==> config.mk <==
export PLATFORM = sky130hd
export DESIGN_NAME = indicatorCtrl
export DESIGN_NICKNAME = d
export VERILOG_FILES = /design/src/ioMapPkg.sv /design/src/ioDevPkg.sv /design/src/indicatorCtrl.sv
export SDC_FILE = /design/constraint.sdc
export NUM_CORES = 1
export LEC_CHECK = 0
export BUFFER_PORTS_ARGS = -buffer_cell sky130_fd_sc_hd__clkbuf_2
export CAP_MARGIN = 30
export CORE_UTILIZATION = 55
export CTS_BUF_LIST = sky130_fd_sc_hd__clkbuf_8
export DETAILED_ROUTE_END_ITERATION = 8
export GPL_ROUTABILITY_DRIVEN = 0
export GPL_TIMING_DRIVEN = 0
export PLACE_DENSITY = 0.91
export SLEW_MARGIN = 10
export SYNTH_ARGS = -nofsm -noshare
export SYNTH_HDL_FRONTEND = slang
export SYNTH_SLANG_ARGS = --single-unit
==> constraint.sdc <==
create_clock -name clk -period 4.26 [get_ports clk]
set_input_delay 0.852 -clock clk [delete_from_list [all_inputs] [get_ports clk]]
set_output_delay 0.852 -clock clk [all_outputs]
set_load 0.005 [all_outputs]
==> src/ioMapPkg.sv <==
package ioMapPkg;

  //////////////////////////////////////////////////
  // Load/store path widths
  //////////////////////////////////////////////////

  // CPU side is a plain 32-bit byte-addressed bus
  localparam int unsigned ADDR_W = 32;
  localparam int unsigned DATA_W = 32;

  // Byte address straight from the ALU
  typedef logic [ADDR_W-1:0] busAddr_t;

  // Load result or store data
  typedef logic [DATA_W-1:0] busWord_t;

  // One cycle's access, read and write are single-cycle levels
  typedef struct packed {
    logic     read;
    logic     write;
    busAddr_t addr;
    busWord_t wdata;
  } ioReq_t;

  //////////////////////////////////////////////////
  // I/O window in the top kilobyte
  //////////////////////////////////////////////////

  // Input side, read only
  localparam busAddr_t ADDR_SW_A  = 32'hFFFF_FC00;
  localparam busAddr_t ADDR_SW_B  = 32'hFFFF_FC04;
  localparam busAddr_t ADDR_TEST  = 32'hFFFF_FC08;

  // Output side, write only
  localparam busAddr_t ADDR_SEG   = 32'hFFFF_FC10;
  localparam busAddr_t ADDR_LED   = 32'hFFFF_FC14;
  localparam busAddr_t ADDR_BLINK = 32'hFFFF_FC18;

endpackage

==> src/ioDevPkg.sv <==
package ioDevPkg;

  import ioMapPkg::*;

  //////////////////////////////////////////////////
  // Device-side field widths
  //////////////////////////////////////////////////

  localparam int unsigned SW_W    = 8;
  localparam int unsigned TEST_W  = 3;
  localparam int unsigned SEG_W   = 24;
  localparam int unsigned LED_W   = 16;
  localparam int unsigned BLINK_W = 32;

  // Operator switch byte
  typedef logic [SW_W-1:0]    swByte_t;
  // Test input pins
  typedef logic [TEST_W-1:0]  testBits_t;
  // Segment word, low bits of the store data
  typedef logic [SEG_W-1:0]   segWord_t;
  // LED pattern, low bits of the store data
  typedef logic [LED_W-1:0]   ledWord_t;
  // Blink countdown in clock cycles
  typedef logic [BLINK_W-1:0] blinkCnt_t;

  // Decoded store, at most one strobe set per cycle
  typedef struct packed {
    logic     segWr;
    logic     ledWr;
    logic     blinkWr;
    busWord_t data;
  } ioWrStb_t;

endpackage

==> src/indicatorCtrl.sv <==
`timescale 1ns/1ps

module indicatorCtrl
  import ioDevPkg::*;
(
  input  logic     clk,
  input  logic     rstN,
  input  ioWrStb_t wrStb,
  output ledWord_t ledOut,
  output logic     blinkOut
);

  // Cycles left with blink high
  blinkCnt_t blinkCnt;
  blinkCnt_t blinkNext;

  //////////////////////////////////////////////////
  // Blink countdown
  //////////////////////////////////////////////////

  // Store reloads at once, else count down to zero
  always_comb begin
    blinkNext = blinkCnt;
    if (wrStb.blinkWr) begin
      blinkNext = blinkCnt_t'(wrStb.data);
    end else if (blinkCnt != '0) begin
      blinkNext = blinkCnt - 1'b1;
    end
  end

  //////////////////////////////////////////////////
  // Registers
  //////////////////////////////////////////////////

  always_ff @(posedge clk or negedge rstN) begin
    if (!rstN) begin
      ledOut   <= '0;
      blinkCnt <= '0;
      blinkOut <= 1'b0;
    end else begin
      // Low half of the store word
      if (wrStb.ledWr) begin
        ledOut <= wrStb.data[LED_W-1:0];
      end
      blinkCnt <= blinkNext;
      // High while the updated count is nonzero
      // N loaded gives N high cycles
      blinkOut <= (blinkNext != '0);
    end
  end

endmodule

# Yosys cells after proc, flatten, opt, wreduce, memory -nomap -nowiden
# Index checks and enable logic that the tools add are counted.
# word_totals
register_bits	49
inputBits	37
output_inout_bits	17
elab_cells	8
# op_classes
addsub	1
n_mux	2
n_reduce_logical	2
# op_table
operator	n
$mux 32	2
$reduce_bool 32->1	2
$sub 32x1->32 const B	1

# Depth between registers and ports, before layout
# logic_depth
word_depth	4
depth_mapped	11
depth_no_buf	10

# Least setup slack after synthesis
# No wires, ideal clock.
# synth_timing
path_kind	register to register
start	reg blinkCnt[9]
end	reg blinkOut
arrival_time_ns	3.207
t_required_ns	4.122
path_slack_ns	0.914
path_stages_with_launch	11
path_buffers	2
period_less_slack_ns	3.346
cell_sequence	dfrtp_1 > or4_4 > buf_6 > or4_4 > buf_6 > nor3_2 > nand3_1 > xor2_1 > o21ai_0 > or4_1 > or4_1
# synth_between
elab_chain_cells	4
word_cells_on_any_way	5
# synth_lines
element	line_no	rtl
start: declaration	indicatorCtrl.sv:14	blinkCnt_t blinkCnt;
start signal: assignment	indicatorCtrl.sv:45	blinkCnt <= blinkNext;
$sub 32x1->32 / $reduce_bool 32->1 (equally long branches)	indicatorCtrl.sv:27, indicatorCtrl.sv:26	
$mux 32 *	indicatorCtrl.sv:26	end else if (blinkCnt != '0) begin
$mux 32 *	indicatorCtrl.sv:24	if (wrStb.blinkWr) begin
net blinkNext[29]	indicatorCtrl.sv:15	blinkCnt_t blinkNext;
$reduce_bool 32->1 *	indicatorCtrl.sv:48	blinkOut <= (blinkNext != '0);
end signal: assignment	indicatorCtrl.sv:48	
end: declaration	indicatorCtrl.sv:10	output logic blinkOut
# Mark *: on every way through the listed nets, which the timed path passes. The rest lies on a longest branch.
# A chain may end at the register's enable or synchronous reset.

# Final worst setup path
# layout_timing
start	reg blinkCnt[0]
end	reg blinkOut
# layout_between
elab_chain_cells	4
word_cells_on_any_way	5
# layout_lines
element	line_no
$sub 32x1->32 / $reduce_bool 32->1 (equally long branches)	indicatorCtrl.sv:27, indicatorCtrl.sv:26
$mux 32 *	indicatorCtrl.sv:26
$mux 32 *	indicatorCtrl.sv:24
$reduce_bool 32->1 *	indicatorCtrl.sv:48
# Mark *: on every way between the ends. The rest lies on a longest branch, timed or not.

==> results by group <==
Outcome
  • Status: completed

Yosys
  • Synthesized flop and latch total: between 40 and 50
  • Top post-synthesis cells by area: dfrtp_1 (43%), mux2_2 (9.1%), nand2_1 (3.3%)
  • Mean Syn Cell Area: 10.2 um^2
  • Post-synth top flop: dfrtp_1
  • Cells after Synth: 277
  • Syn nets: 316
  • Sequential element share of the synthesized area: 43.3%
  • Largest area contributor in the netlist: dfrtp_1
  • Share of the synthesized area in the top cell type: 43.3%
  • Yosys warnings: 0
  • Fraction of registers with async set/reset: 100%
  • Post-synth cell types: 58
  • Syn Std Cell Area: about 2800 um^2
  • Post-synth EDFFs: 0

Drt
  • Starting DRT DRC Count: 217
  • WL final: 7.31 mm
  • Post-route ant nets: 0
  • DR pass1 iterations: 6
  • DR vias: roughly 2500
  • Post-DR vias/cell: 6.25
  • DRC: 0
  • WL/cell: 18.0 um

Placed design
  • Placed cell area: 3190 um^2
  • Port Buffers: 51
  • DPL Wire Length: 5.43 mm

STA
  • Setup violators final: 0
  • Tmin final: 3.82 ns
  • Sum Neg Setup Slack: 0 ns
  • Slew @ Worst Pin: 0.891 ns
  • Fin Clk Skew: between 0.007 and 0.008 ns
  • Fin. max-slew vios: 0
  • Fmax: about 260 MHz
  • RSZ-0062 raised after global routing: false
  • Slew HR: between 40 and 50%
  • Final Hold Vio Count: 0
  • Tcrit/Tclk final: 89.6%

Die
  • Die area: about 5400 um^2
  • Num rows: 25
  • Initial Utilization: 58.5%
  • Die width: 73.8 um
  • Core area: 4850 um^2
  • Die H: 73.8 um
  • I/O pins: 54

Critical path
  • Worst EP required: 4.45 ns
  • Most frequent CP cell: or4_1
  • Critical path type: flop to flop
  • Max incr delay on CP: 0.56 ns
  • R2R Path Start: blinkCnt[0]
  • Critical path origin: blinkCnt[0]
  • Reg-to-Reg End: blinkOut
  • Worst reg2reg path depth: 10
  • Crit-path max FO: 8
  • Slowest cell on crit path: nor4b_1
  • CP cell instances: inv_1 > ha_1 > or3b_2 > nor2_4 > nor4b_1 > and3_2 > a211oi_1 > o31a_1 > or4_1 > or4_1
  • Worst setup SP type: flop
  • CP endpoint kind: flop
  • Register-to-register path setup slack: roughly 0.44 ns
  • WP data arrival: 4.00 ns

Power
  • Leakage: between 0.001 and 0.0015 uW
  • VDD IR-drop max: 0.284 mV
  • Net Sw Frac: 30.9%
  • Power share of the clock group: 27.4%
  • Internal: 723 uW
  • Sequential share of power: about 54%
  • Sw Pwr: 323 uW
  • Comb power frac: between 10% and 20%
  • Design Power: approximately 1000 uW
  • PwrDens: 318 nW/um^2

Clock network
  • Clock root buffer: clkbuf_8
  • Post-CTS sizing: 0
  • Post-CTS Setup Repair Bufs: 0
  • Sink Count: 49
  • Number of H-tree levels: 2
  • Post-CTS Hold Fix Bufs: 0
  • CTS clk-pin slew, worst paths: around 0.1 ns
  • CTS tree: built
  • Worst-Skew Late Latency: 0.31 ns
  • Clock Path Buffers: 2
  • CTS Buf Count: 5

Cells and area
  • Register Area: around 1200 um^2
  • Fill count: 387
  • Area grow syn2layout: 16.2%
  • Post-Route Utilization: 67.9%
  • Most frequent cells in the layout: clkbuf_2 (52), dfrtp_1 (49), nand2_1 (25)
  • Diode count: 0
  • Multi-input logic area: 1490 um^2
  • Most common cell after layout, fill and taps aside: clkbuf_2
  • Layout cell share with drive strength beyond 1: 33.1%
  • Nets: 376
  • Fin area: ~3300 um^2

Job
  • MaxCap Viol Count: 0

Min path
  • Hold Path Class: input port to async pin

Global routing
  • Antenna violations before repair: 0
  • Global-route wire length before repair: around 12 mm
  • Global route overflow: 0
  • Vias in the first global route: ~2600
  • Gr usage total: around 30%
  • Largest net degree at the start of global routing: 33
synthesized netlist by cell type (2+ instances only):
cell type,instances
dfrtp_1,49
nand2_1,25
mux2_2,23
o21ai_0,14
nor2_1,13
or4_1,11
nor3_1,10
nor4_1,10
xor2_1,9
a21oi_1,8
nand3_1,8
xnor2_1,8
clkbuf_1,7
inv_1,6
o211ai_1,5
o21ai_1,5
a211oi_1,4
a31oi_1,4
buf_6,4
nand4_1,4
nor4b_1,4
or3_1,4
or4_2,3
ha_1,2
nor3_2,2
or2_2,2
or4_4,2
worst max-delay path: cells and delay by family (launching register included):
family / cells / cell delay [ns]
AO/OA/AOI/OAI: 2 / 0.30
adder cells (fa/ha/maj): 1 / 0.21
buffers and inverters: 1 / 0.17
flip-flops: 1 / 0.42
AND/OR/NAND/NOR: 6 / 2.58
per-layer routing:
metal	share of wire, %	GRT usage (%)
met5	0	0
met4	3.2	16.9
met3	8.5	6.45
met2	48	47.9
met1	40	37.2
per-stage QoR:
step,setup slack [ns],cells,hold slack [ns]
after floorplan,0.914,277,0.505
after global placement,0.500,395,0.489
after detailed placement,0.417,396,0.496
after CTS,0.384,404,0.489
after global routing,0.358,405,0.501
final,0.445,405,0.479
power by group through the flow:
stage / combinational, uW / sequential (uW) / clock, uW
global placement: 188 / 561 / 0
global route: 219 / 565 / 310
detailed placement: 196 / 565 / 0
finish: 200 / 559 / 287
CTS: 198 / 557 / 291
floorplan: 119 / 555 / 0
flip-flops by register name, indices dropped and copies added, names as in the netlist:
signal,count
blinkOut,1
blinkCnt,32
ledOut,16
logic make-up (layout without fill, tap and decap cells):
logic type               count (synthesis)  after routing  share of synthesized area, %
AO/OA/AOI/OAI                           53             53                          12.5
adder cells (fa/ha/maj)                  2              2                         0.883
multiplexers                            24             24                          9.49
buffers and inverters                   21             82                          4.02
XOR/XNOR                                17             17                          5.25
AND/OR/NAND/NOR                        111            111                          24.5
flip-flops                              49             49                          43.3
worst max-delay path by stage:
stage               end  depth (start not counted)  slack [ns]
5_1_grt        blinkOut                         10        0.36
2_1_floorplan  blinkOut                         10        0.91
4_1_cts        blinkOut                         11        0.38
3_3_place_gp   blinkOut                         11        0.50
3_5_place_dp   blinkOut                         11        0.42
6_report       blinkOut                         10        0.44
final cells by class:
type / instances / share of cell area [%]
Buffer: 14 / 2.66
Tap cell: 67 / 2.55
Timing Repair Buffer: 53 / 8.51
Clock buffer: 5 / 2.09
Sequential cell: 49 / 37.2
Multi-Input combinational cell: 207 / 45.4
Clock inverter: 3 / 0.760
Inverter: 7 / 0.798
No activity file was read; power rests on OpenSTA's default activity.
