==> src/ioMapPkg.sv <==
package ioMapPkg;

  //////////////////////////////////////////////////
  // Load/store path widths
  //////////////////////////////////////////////////

  // CPU side is a plain 32-bit byte-addressed bus
  localparam int unsigned ADDR_W = 32;
  localparam int unsigned DATA_W = 32;

  // Byte address straight from the ALU
  typedef logic [ADDR_W-1:0] busAddr_t;

  // Load result or store data
  typedef logic [DATA_W-1:0] busWord_t;

  // One cycle's access, read and write are single-cycle levels
  typedef struct packed {
    logic     read;
    logic     write;
    busAddr_t addr;
    busWord_t wdata;
  } ioReq_t;

  //////////////////////////////////////////////////
  // I/O window in the top kilobyte
  //////////////////////////////////////////////////

  // Input side, read only
  localparam busAddr_t ADDR_SW_A  = 32'hFFFF_FC00;
  localparam busAddr_t ADDR_SW_B  = 32'hFFFF_FC04;
  localparam busAddr_t ADDR_TEST  = 32'hFFFF_FC08;

  // Output side, write only
  localparam busAddr_t ADDR_SEG   = 32'hFFFF_FC10;
  localparam busAddr_t ADDR_LED   = 32'hFFFF_FC14;
  localparam busAddr_t ADDR_BLINK = 32'hFFFF_FC18;

endpackage

==> src/ioDevPkg.sv <==
package ioDevPkg;

  import ioMapPkg::*;

  //////////////////////////////////////////////////
  // Device-side field widths
  //////////////////////////////////////////////////

  localparam int unsigned SW_W    = 8;
  localparam int unsigned TEST_W  = 3;
  localparam int unsigned SEG_W   = 24;
  localparam int unsigned LED_W   = 16;
  localparam int unsigned BLINK_W = 32;

  // Operator switch byte
  typedef logic [SW_W-1:0]    swByte_t;
  // Test input pins
  typedef logic [TEST_W-1:0]  testBits_t;
  // Segment word, low bits of the store data
  typedef logic [SEG_W-1:0]   segWord_t;
  // LED pattern, low bits of the store data
  typedef logic [LED_W-1:0]   ledWord_t;
  // Blink countdown in clock cycles
  typedef logic [BLINK_W-1:0] blinkCnt_t;

  // Decoded store, at most one strobe set per cycle
  typedef struct packed {
    logic     segWr;
    logic     ledWr;
    logic     blinkWr;
    busWord_t data;
  } ioWrStb_t;

endpackage

==> src/ioBusFront.sv <==
`timescale 1ns/1ps

module ioBusFront
  import ioMapPkg::*, ioDevPkg::*;
(
  input  logic      clk,
  input  logic      rstN,
  input  ioReq_t    req,
  input  busWord_t  memRdata,
  input  swByte_t   swIn,
  input  logic      enterA,
  input  logic      enterB,
  input  testBits_t testIn,
  output busWord_t  loadData,
  output ioWrStb_t  wrStb
);

  // One compare per mapped address
  logic hitSwA;
  logic hitSwB;
  logic hitTest;
  logic hitSeg;
  logic hitLed;
  logic hitBlink;

  // Captured switch bytes
  swByte_t swA;
  swByte_t swB;

  //////////////////////////////////////////////////
  // Address decode
  //////////////////////////////////////////////////

  // Full 32-bit match, no aliasing
  assign hitSwA   = (req.addr == ADDR_SW_A);
  assign hitSwB   = (req.addr == ADDR_SW_B);
  assign hitTest  = (req.addr == ADDR_TEST);
  assign hitSeg   = (req.addr == ADDR_SEG);
  assign hitLed   = (req.addr == ADDR_LED);
  assign hitBlink = (req.addr == ADDR_BLINK);

  // Store strobes
  // addresses differ, so at most one is set
  always_comb begin
    wrStb.segWr   = req.write && hitSeg;
    wrStb.ledWr   = req.write && hitLed;
    wrStb.blinkWr = req.write && hitBlink;
    // Data rides along unqualified
    wrStb.data    = req.wdata;
  end

  //////////////////////////////////////////////////
  // Switch capture
  //////////////////////////////////////////////////

  // Both bytes share the one switch bank
  always_ff @(posedge clk or negedge rstN) begin
    if (!rstN) begin
      swA <= '0;
      swB <= '0;
    end else begin
      // Level sampled, held while button is down
      if (enterA) begin
        swA <= swIn;
      end
      if (enterB) begin
        swB <= swIn;
      end
    end
  end

  //////////////////////////////////////////////////
  // Load result
  //////////////////////////////////////////////////

  // Zero latency, memory word is the fallback
  always_comb begin
    loadData = memRdata;
    if (req.read) begin
      if (hitSwA) begin
        loadData = busWord_t'(swA);
      end else if (hitSwB) begin
        loadData = busWord_t'(swB);
      end else if (hitTest) begin
        // Test pins read live, not captured
        loadData = busWord_t'(testIn);
      end
    end
  end

endmodule

==> config.mk <==
export PLATFORM = sky130hd
export DESIGN_NAME = ioBusFront
export DESIGN_NICKNAME = d
export VERILOG_FILES = /design/src/ioMapPkg.sv /design/src/ioDevPkg.sv /design/src/ioBusFront.sv
export SDC_FILE = /design/constraint.sdc
export NUM_CORES = 1
export LEC_CHECK = 0
export BUFFER_PORTS_ARGS = -buffer_cell sky130_fd_sc_hd__buf_2
export CAP_MARGIN = 10
export CORE_MARGIN = 2
export CORE_UTILIZATION = 34
export DETAILED_ROUTE_END_ITERATION = 12
export PLACE_DENSITY = 0.78
export SETUP_SLACK_MARGIN = 0.5
export SYNTH_ARGS = -nofsm -noshare
export SYNTH_HDL_FRONTEND = slang
export SYNTH_SLANG_ARGS = --single-unit
==> constraint.sdc <==
create_clock -name clk -period 2.4 [get_ports clk]
set_input_delay 0.36 -clock clk [delete_from_list [all_inputs] [get_ports clk]]
set_output_delay 0.36 -clock clk [all_outputs]
set_load 0.01 [all_outputs]
======== Word-level counts from Yosys, hierarchy flattened ========
Index checks and enable logic that the tools add are counted.
word-level totals
  bits in registers ....................... 16
  latch bits .............................. 0
  RAM bits ................................ 0
  ROM bits ................................ 0
  logic and storage cells ................. 15
  memories kept ........................... 0
cells by class
  add/sub/neg operators ................... 0
  multipliers ............................. 0
  divide/modulo/power cells ............... 0
  magnitude comparators ................... 0
  eq/ne operators ......................... 6
  shifts and indexed selects .............. 0
  mux-type cells .......................... 4
  bitwise gates (word level) .............. 0
  reduce and logical (&&, ||, !) cells .... 3
operators with widths
  operator                                     number
  equality test 32 bit, second input constant  6
  two-way mux 32 bit                           4
  logical AND 1 bit                            3

======== Depth between registers and ports, before layout ========
Gate-level depths: netlist (run 1).
  depth after elaboration ................. 5
  mapped depth ............................ 6
  mapped depth without buffers ............ 4

======== Least setup slack after synthesis (run 1) ========
OpenSTA, ideal clock, no wires.
  path kind ............................... input to output
  from .................................... input port req[32] in the netlist's numbering
  to ...................................... output port loadData[5]
  arrival ................................. 1.705 ns
  required time ........................... 2.040 ns
  setup slack ............................. 0.335 ns
  stages .................................. 4
  cells stage by stage .................... or4_4 nor4_4 nand4_1 o21ai_0
between the ends
  word-level cells in the longest chain between the ends .. 5
ends and longest elaborated chain
  element               RTL line          text
  from (decl)           ioBusFront.sv:8   input ioReq_t req,
  equality test 32 bit  ioBusFront.sv:37  assign hitTest = (req.addr == ADDR_TEST);
  two-way mux 32 bit    ioBusFront.sv:84  end else if (hitTest) begin
  two-way mux 32 bit    ioBusFront.sv:82  end else if (hitSwB) begin
  two-way mux 32 bit *  ioBusFront.sv:80  if (hitSwA) begin
  two-way mux 32 bit *  ioBusFront.sv:79  if (req.read) begin
  to (decl)             ioBusFront.sv:14  output busWord_t loadData,
Every way passes the cells marked *; elsewhere a longest branch is shown, timed or not.

======== Final worst setup path (run 1) ========
  from .................................... input port req[38] in the netlist's numbering
  to ...................................... output port loadData[5]
Same word-level chain as after synthesis.

==> results of run 1 <==
==> final cells by class <==
class | count | area, um^2
fill | 421 | 2160
multi-input combinational | 106 | 1000
timing repair buffer | 123 | 679
sequential | 16 | 400
tap | 52 | 65.1
clock buffer | 4 | 55.1
inverter | 7 | 26.3
==> routing by layer <==
metal | GRT usage [%] | up-vias | part of all wire (%)
met5 | 0 | - | 0
met4 | 6.71 | 0 | 1.3
li1 | - | 742 | -
met2 | 32.1 | 94 | 52
met3 | 4.64 | 5 | 8.8
met1 | 22.0 | 696 | 38
==> registers in the layout, summed over array words and instances, names as in the netlist <==
signal	flops
swA	8
swB	8
==> layout by cell type (no fill, tap or decap), types with 2 or more instances in the layout <==
cell type  netlist  layout
a41oi_1          3       3
clkbuf_8         0       4
and2_4          19      22
inv_1            7       7
a21oi_1          4       3
mux2i_1          5       5
buf_2            3     113
nor2_1           7       7
buf_6            2       7
buf_4           32       2
mux2_2          19      19
nand4_1          8       8
dfrtp_1         16      16
nand4_4          1       4
and2_1           7       4
nor3_1           3       2
nand2_1          3       3
o21ai_2          0       2
nor4_4           2       3
o211ai_1         3       3
a31o_4           0       2
==> timing repair <==
action | in CTS | in global routing
pin swaps | 11 | 5
endpoints found under the setup margin | 35 | 35
resized for setup | 14 | 8
buffers inserted | 4 | 2
cloned | 3 | 0
==> cell usage after synthesis, drive strengths merged <==
| cell | number | area [um^2] |
|---|---|---|
| or4b | 1 | 10.0 |
| and2 | 26 | 210 |
| nor2 | 7 | 26.3 |
| mux2 | 19 | 214 |
| mux2i | 5 | 50.1 |
| a31o | 3 | 26.3 |
| a31oi | 1 | 6.26 |
| or4 | 1 | 11.3 |
| o211ai | 3 | 22.5 |
| nor3b | 1 | 7.51 |
| nor3 | 3 | 15.0 |
| clkbuf | 3 | 11.3 |
| a22oi | 1 | 7.51 |
| nand2 | 3 | 11.3 |
| buf | 37 | 278 |
| a21oi | 4 | 20.0 |
| dfrtp | 16 | 400 |
| o2bb2ai | 1 | 8.76 |
| nor2b | 1 | 6.26 |
| nand4 | 9 | 71.3 |
| nand4b | 1 | 8.76 |
| or2 | 1 | 6.26 |
| a41oi | 3 | 26.3 |
| o21ai | 4 | 20.0 |
| nand3 | 2 | 10.0 |
| inv | 7 | 26.3 |
| nor4 | 3 | 55.1 |
==> logic make-up after synthesis <==
logic type | share of synthesized area (%)
and+or+nand+nor | 28.7
DFF | 25.6
muxes | 16.9
buffers and inverters | 20.1
AOI/OAI and AO/OA | 8.79
==> power by group <==
group	leakage [nW]	switching (mW)	total, mW	internal [mW]
combinational	0.940	0.111	0.256	0.145
sequential	0.187	0.0154	0.312	0.297
clock	0.0288	0.0934	0.239	0.146
==> worst max-delay path by stage <==
stage | from | endpoint | slack, ns | cells after the start
detailed placement | req[38] | loadData[28] | 0.00006 | 6
global route | req[38] | loadData[5] | 0.04 | 9
floorplan | req[38] | loadData[4] | 0.45 | 5
global placement | req[33] | loadData[2] | 0.08 | 7
CTS | req[38] | loadData[5] | 0.07 | 9
finish | req[38] | loadData[5] | 0.09 | 9
==> stage by stage <==
stage               setup slack [ns]  hold slack [ns]  utilization, %  std cells
detailed placement         0.0000608            0.285            44.7        295
CTS                           0.0730          0.00729            49.6        306
finish                        0.0936          0.00151            50.8        308
global placement              0.0767            0.281            44.7        295
global route                  0.0395           0.0317            50.8        308
floorplan                      0.452           0.0644               -        166
==> critical path: stages <==
cell and delay [ns]:
buf_6 0.09, or4_4 0.56, buf_6 0.15, nor4_4 0.16
buf_6 0.18, buf_12 0.12, a31o_4 0.14, o21ai_2 0.06
buf_2 0.14
==> impl_metrics.json, run 1 <==
{
  "hold_viol": 0,
  "finalSetupViolCount": 0,
  "htree_levels": 1,
  "rr_endpoint": "swA[5]",
  "synth_seq_cells": 16,
  "drtIter0Drc": 19,
  "skew_ns": 0,
  "die_w_um": 71.9,
  "synth_area_um2": 1570,
  "syn_avg_cell_area_um2": 9.44,
  "yosysUniqueCellTypes": 32,
  "ys_seq_area_share_pct": 25.6,
  "cap_violations": 0,
  "fin_tns_setup_ns": 0,
  "wl_per_cell_um": 16.2,
  "die_y_um": 71.9,
  "period_share_pct": 96.1,
  "placed_cell_area_um2": 1960,
  "path_clk_slew_ns": 0.06,
  "hpwlAfterDp_um": 3840,
  "clock_sinks": 16,
  "io_buffers": 115,
  "start_util_pct": 35.7,
  "num_vias": 1537,
  "r2r_slack_ns": 1.62,
  "p_leak_nw": 1.16,
  "clk_path_buf_depth": 2,
  "ys_warn_count": 0,
  "totalWireLength_um": 4990,
  "syn-num-nets": 279,
  "ant_nets": 0,
  "start_kind": "primary input",
  "row_count": 24,
  "finalPower_uw": 808,
  "required_ns": 2.04,
  "drt-pass1-iter-count": 4,
  "gr-total-overflow": 0,
  "worstPathMaxFanout": 8,
  "crit_path_end_kind": "output pin",
  "r2r_cells": 1,
  "period_needed_ns": 2.31,
  "die_area_um2": 5170,
  "rsz0062_at_grt": "yes",
  "worstPathArrival_ns": 1.95,
  "antenna_found_initial": 0,
  "route.detailed.drc": 0,
  "coreArea_um2": 4380,
  "grt_max_degree": 18,
  "track_usage_pct": 18.5,
  "gp_congestion": 0.734,
  "viasPerCell": 4.99,
  "crit_type": "primary input to output pin",
  "cts_tree": "built",
  "syn_to_final_growth_pct": 42.3,
  "insertion_delay_ns": 0.25,
  "cts_root_buf": "clkbuf_8",
  "final_cell_area_um2": 2230,
  "status": "completed",
  "antennaDiodeCount": 0,
  "ir_drop_uv": 381,
  "hp-class": "primary input to asynchronous set/reset pin",
  "io_pins": 180,
  "grt_pass1_wl_um": 7480,
  "synth_cells": 166,
  "slew_headroom_pct": 65.4,
  "fin_nets": 370,
  "drv_slew": 0,
  "rr_startpoint": "swA[5]",
  "first_global_vias": 1525,
  "worstMarginPinSlew_ns": 0.517,
  "p_per_area_nw_per_um2": 362,
  "layout-drive-gt1-share_pct": 73.8,
  "max_clock_freq_ghz": 0.434,
  "cts_made_buffers": 3,
  "holdBufCountCts": 0
}
No activity file was read; power rests on OpenSTA's default activity.
==> inputs of run 2 (changes only) <==
- SETUP_SLACK_MARGIN: 0.5 -> 0.1
==> run 2 against run 1 <==
Clock skew unchanged; worst setup slack improved by 0.034 ns; clock power decreased by 17%; critical path depth decreased by 2; critical path type unchanged.
==> impl_metrics.json, run 2 (synthesis gave the netlist of run 1 again) <==
{
  "status": "completed",
  "antennaDiodeCount": 0,
  "grt_max_degree": 26,
  "p_sw_share_pct": 27.1,
  "pwr-share-seq_pct": 41.8,
  "grt_pass1_wl_um": 7090,
  "finalSetupViolCount": 0,
  "start_kind": "primary input",
  "p_leak_nw": 1.09,
  "met3_usage_pct": 3.94,
  "io_buffers": 115,
  "clk_path_buf_depth": 2,
  "htree_levels": 1,
  "hp-class": "primary input to asynchronous set/reset pin",
  "holdBufCountCts": 0,
  "wl_per_cell_um": 15.7,
  "period_needed_ns": 2.27,
  "clock_sinks": 16,
  "period_share_pct": 94.7,
  "fin_nets": 368,
  "fin_tns_setup_ns": 0,
  "skew_ns": 0,
  "track_usage_pct": 17.4,
  "worstPathMaxFanout": 12,
  "die_y_um": 71.9,
  "ir_drop_uv": 321,
  "cp_num_buf_inv": 3,
  "r2r_slack_ns": 1.62,
  "coreArea_um2": 4380,
  "grt_use_met2_pct": 33.6,
  "drt-pass1-iter-count": 4,
  "met1_usage_pct": 18.1,
  "crit_cells": 7,
  "cts_tree": "built",
  "hpwlAfterDp_um": 3840,
  "hold_viol": 0,
  "antenna_found_initial": 0,
  "ant_nets": 0,
  "drtIter0Drc": 28,
  "p_per_area_nw_per_um2": 355,
  "power.share.clock_pct": 26.5,
  "cts_root_buf": "clkbuf_8",
  "worstMarginPinSlew_ns": 0.391,
  "critPathTopFamily": "simple AND/OR/NAND/NOR gates",
  "max_clock_freq_ghz": 0.440,
  "required_ns": 2.04,
  "rsz0062_at_grt": "yes",
  "route.detailed.drc": 0,
  "die_w_um": 71.9,
  "final_util_pct": 48.1,
  "cts_made_buffers": 3,
  "row_count": 24,
  "path_clk_slew_ns": 0.06,
  "io_pins": 180,
  "gp_congestion": 0.835,
  "final_cell_mix": "buf_2, and2_4, mux2_2",
  "intPower_uw": 546,
  "combinationalPowerShare_pct": 31.7,
  "slew_headroom_pct": 73.9,
  "totalWireLength_um": 4790,
  "reg_top3": "swA (8), swB (8)",
  "grt_busiest_layer": "met2",
  "cp_cell_sequence": "buf_6 > or4_4 > nor4_4 > nand4_4 > clkbuf_16 > and2_4 > buf_2",
  "rr_endpoint": "swA[7]",
  "crit_path_end_kind": "output pin",
  "crit_type": "primary input to output pin",
  "syn_to_final_growth_pct": 34.6,
  "layout-drive-gt1-share_pct": 70.8,
  "drv_slew": 0,
  "rr_startpoint": "swA[7]",
  "r2r_cells": 1,
  "die_area_um2": 5170,
  "gr-total-overflow": 0,
  "first_global_vias": 1470,
  "viasPerCell": 5.10,
  "worstPathArrival_ns": 1.91,
  "power.switching_uw": 203,
  "critPathMaxStageDelay_ns": 0.57,
  "num_vias": 1555,
  "final_common_cell": "buf_2",
  "start_util_pct": 35.7,
  "insertion_delay_ns": 0.25,
  "worst_path_max_delay_cell": "or4_4",
  "cap_violations": 0
}
-- run 2: metal layers --
metal	wire length, um	vias up	part of all wire [%]
li1	-	725	-
met1	1590	735	33
met2	2740	92	57
met3	417	3	8.7
met4	42	0	0.88
met5	0	-	0
-- run 2: power groups by stage --
stage          Combinational (mW)  Sequential, mW  Clock [mW]
6_report                    0.238           0.313       0.199
5_1_grt                     0.260           0.315       0.214
4_1_cts                     0.236           0.312       0.208
3_5_place_dp                0.233           0.317           0
3_3_place_gp                0.229           0.315           0
2_1_floorplan               0.180           0.312           0
-- run 2: worst max path at each step --
stage,slack (ns),start,endpoint
floorplan,0.33,req[32],loadData[5]
global placement,0.04,req[32],loadData[6]
detailed placement,0.04,req[32],loadData[7]
CTS,0.14,req[32],loadData[27]
global route,0.07,req[38],loadData[11]
finish,0.13,req[38],loadData[11]
-- run 2: timing repair --
item / in CTS / in global routing
endpoints found under the setup margin: 32 / 16
pin swaps: 3 / 6
hold endpoints to repair: 0 / 0
gates cloned: 1 / 1
buffers inserted: 1 / 2
gates resized for setup: 6 / 8
-- run 2: cell type report --
cell class | instances | area, um^2
fill | 432 | 2280
multi-input combinational | 103 | 888
timing repair buffer | 124 | 687
sequential | 16 | 400
tap | 52 | 65.1
clock buffer | 3 | 41.3
inverter | 7 | 26.3
-- run 2: through the flow --
stage	instance area, um^2	hold WS, ns	instances	setup slack, ns	power [mW]
floorplan	1570	0.0644	166	0.335	0.492
global placement	1960	0.280	297	0.0442	0.544
detailed placement	1960	0.283	297	0.0366	0.550
CTS	2030	0.00864	302	0.142	0.756
global route	2110	0.0290	305	0.0729	0.789
finish	2110	0.00335	305	0.128	0.749
==> inputs of run 3 (changes only) <==
- PLACE_DENSITY: 0.78 -> 0.82
==> run 3 against run 2 <==
Via count is 1.8% lower; cell count shrank 0.98%; non-clock buffer count fell by 4; count of clock-buffer cells in the layout increased by 1; final area down 1.3%; sequential share of layout area up 0.25 points; largest power group unchanged; critical path type unchanged; hold slack improved by 0.0069 ns; register-to-register slack about the same; global-route usage rose by 0.078 points; utilization shrank 0.63 points.
==> impl_metrics.json, run 3 (synthesis gave the netlist of run 1 again) <==
{
  "path_clk_slew_ns": 0.06,
  "gp_congestion": 0.847,
  "required_ns": 2.04,
  "antenna_found_initial": 0,
  "row_count": 24,
  "coreArea_um2": 4380,
  "fin_cells": 302,
  "hpwlAfterDp_um": 4140,
  "p_per_area_nw_per_um2": 379,
  "insertion_delay_ns": 0.25,
  "drv_slew": 0,
  "grt_pass1_wl_um": 7040,
  "finalSetupViolCount": 0,
  "worstPathArrival_ns": 1.91,
  "period_share_pct": 94.7,
  "dp.cells": 296,
  "clock_sinks": 16,
  "max_clock_freq_ghz": 0.440,
  "rsz0062_at_grt": "yes",
  "wl_per_cell_um": 16.0,
  "rr_startpoint": "swB[3]",
  "cap_violations": 0,
  "crit_path_end_kind": "output pin",
  "ant_nets": 0,
  "met3_usage_pct": 7.45,
  "r2r_slack_ns": 1.61,
  "status": "completed",
  "worstPathMaxFanout": 6,
  "start_kind": "primary input",
  "worstMarginPinSlew_ns": 0.393,
  "cts_tree": "built",
  "period_needed_ns": 2.27,
  "first_global_vias": 1487,
  "htree_levels": 1,
  "r2r_cells": 1,
  "fin_nets": 364,
  "syn_to_final_growth_pct": 32.8,
  "die_w_um": 71.9,
  "totalWireLength_um": 4850,
  "final_common_cell": "buf_2",
  "antennaDiodeCount": 0,
  "p_leak_nw": 1.07,
  "route.detailed.drc": 0,
  "final_cell_mix": "buf_2, and2_4, mux2_2",
  "die_y_um": 71.9,
  "cts_root_buf": "clkbuf_8",
  "drtIter0Drc": 49,
  "grt_busiest_layer": "met2",
  "met1_usage_pct": 18.7,
  "rr_endpoint": "swB[3]",
  "layout-drive-gt1-share_pct": 71.2,
  "track_usage_pct": 17.5,
  "start_util_pct": 35.7,
  "cts_made_buffers": 3,
  "slew_headroom_pct": 73.6,
  "clk_path_buf_depth": 2,
  "die_area_um2": 5170,
  "grt_use_met2_pct": 31.8,
  "io_pins": 180,
  "hold_viol": 0,
  "gr-total-overflow": 0,
  "viasPerCell": 5.06,
  "grt_max_degree": 26,
  "ir_drop_uv": 314,
  "num_vias": 1527,
  "drt-pass1-iter-count": 4,
  "skew_ns": 0,
  "reg_top3": "swA (8), swB (8)",
  "hp-class": "primary input to asynchronous set/reset pin",
  "io_buffers": 115,
  "crit_type": "primary input to output pin",
  "finalPower_uw": 789,
  "fin_tns_setup_ns": 0
}
[run 3: layout make-up]
type,instances,area (um^2)
fillers,430,2300
multi-input cells,103,892
repair buffers,120,642
flip-flops and latches,16,400
well taps,52,65.1
clock buffers,4,55.1
inverters,7,26.3
[run 3: how the worst max path moves through the flow]
stage                       start     endpoint  slack, ns  cells after the start
final                     req[40]  loadData[1]       0.13                      7
after global routing      req[32]  loadData[4]       0.04                      7
after CTS                 req[32]  loadData[1]       0.11                      7
after detailed placement  req[32]  loadData[6]       0.04                      6
after global placement    req[33]  loadData[1]       0.04                      7
after floorplan           req[32]  loadData[5]       0.33                      4
[run 3: power breakdown]
part           internal (mW)  switching, mW  leakage (nW)  total (mW)
sequential             0.297         0.0165         0.187       0.314
clock                  0.145         0.0865        0.0288       0.232
combinational          0.139          0.104         0.856       0.243
total                  0.582          0.207          1.07       0.789
[run 3: routing by layer]
metal	routed length, um	up-vias
li1	-	715
met1	1740	710
met2	2490	99
met3	583	3
met4	30	0
met5	0	-
[run 3: what timing repair did]
| item | 4_1_cts | 5_1_grt |
|---|---|---|
| hold buffers | 0 | 0 |
| buffers inserted | 0 | 1 |
| endpoints found under the setup margin | 19 | 8 |
| pin swaps | 1 | 6 |
| gates cloned | 1 | 0 |
| resized for setup | 4 | 12 |
[run 3: critical path, stage by stage]
cell	delay, ns
buf_6	0.09
or4b_4	0.53
nor4_4	0.30
buf_6	0.18
and2_4	0.17
o211ai_1	0.11
buf_2	0.16
[run 3: metrics by stage]
| stage | hold WS (ns) | setup WS, ns | util (%) | cell area, um^2 |
|---|---|---|---|---|
| after floorplan | 0.0644 | 0.335 | - | 1570 |
| after global placement | 0.279 | 0.0384 | 44.5 | 1950 |
| after detailed placement | 0.285 | 0.0400 | 44.5 | 1950 |
| after CTS | 0.0168 | 0.109 | 46.3 | 2030 |
| after global routing | 0.0316 | 0.0444 | 47.5 | 2080 |
| final | 0.0103 | 0.128 | 47.5 | 2080 |
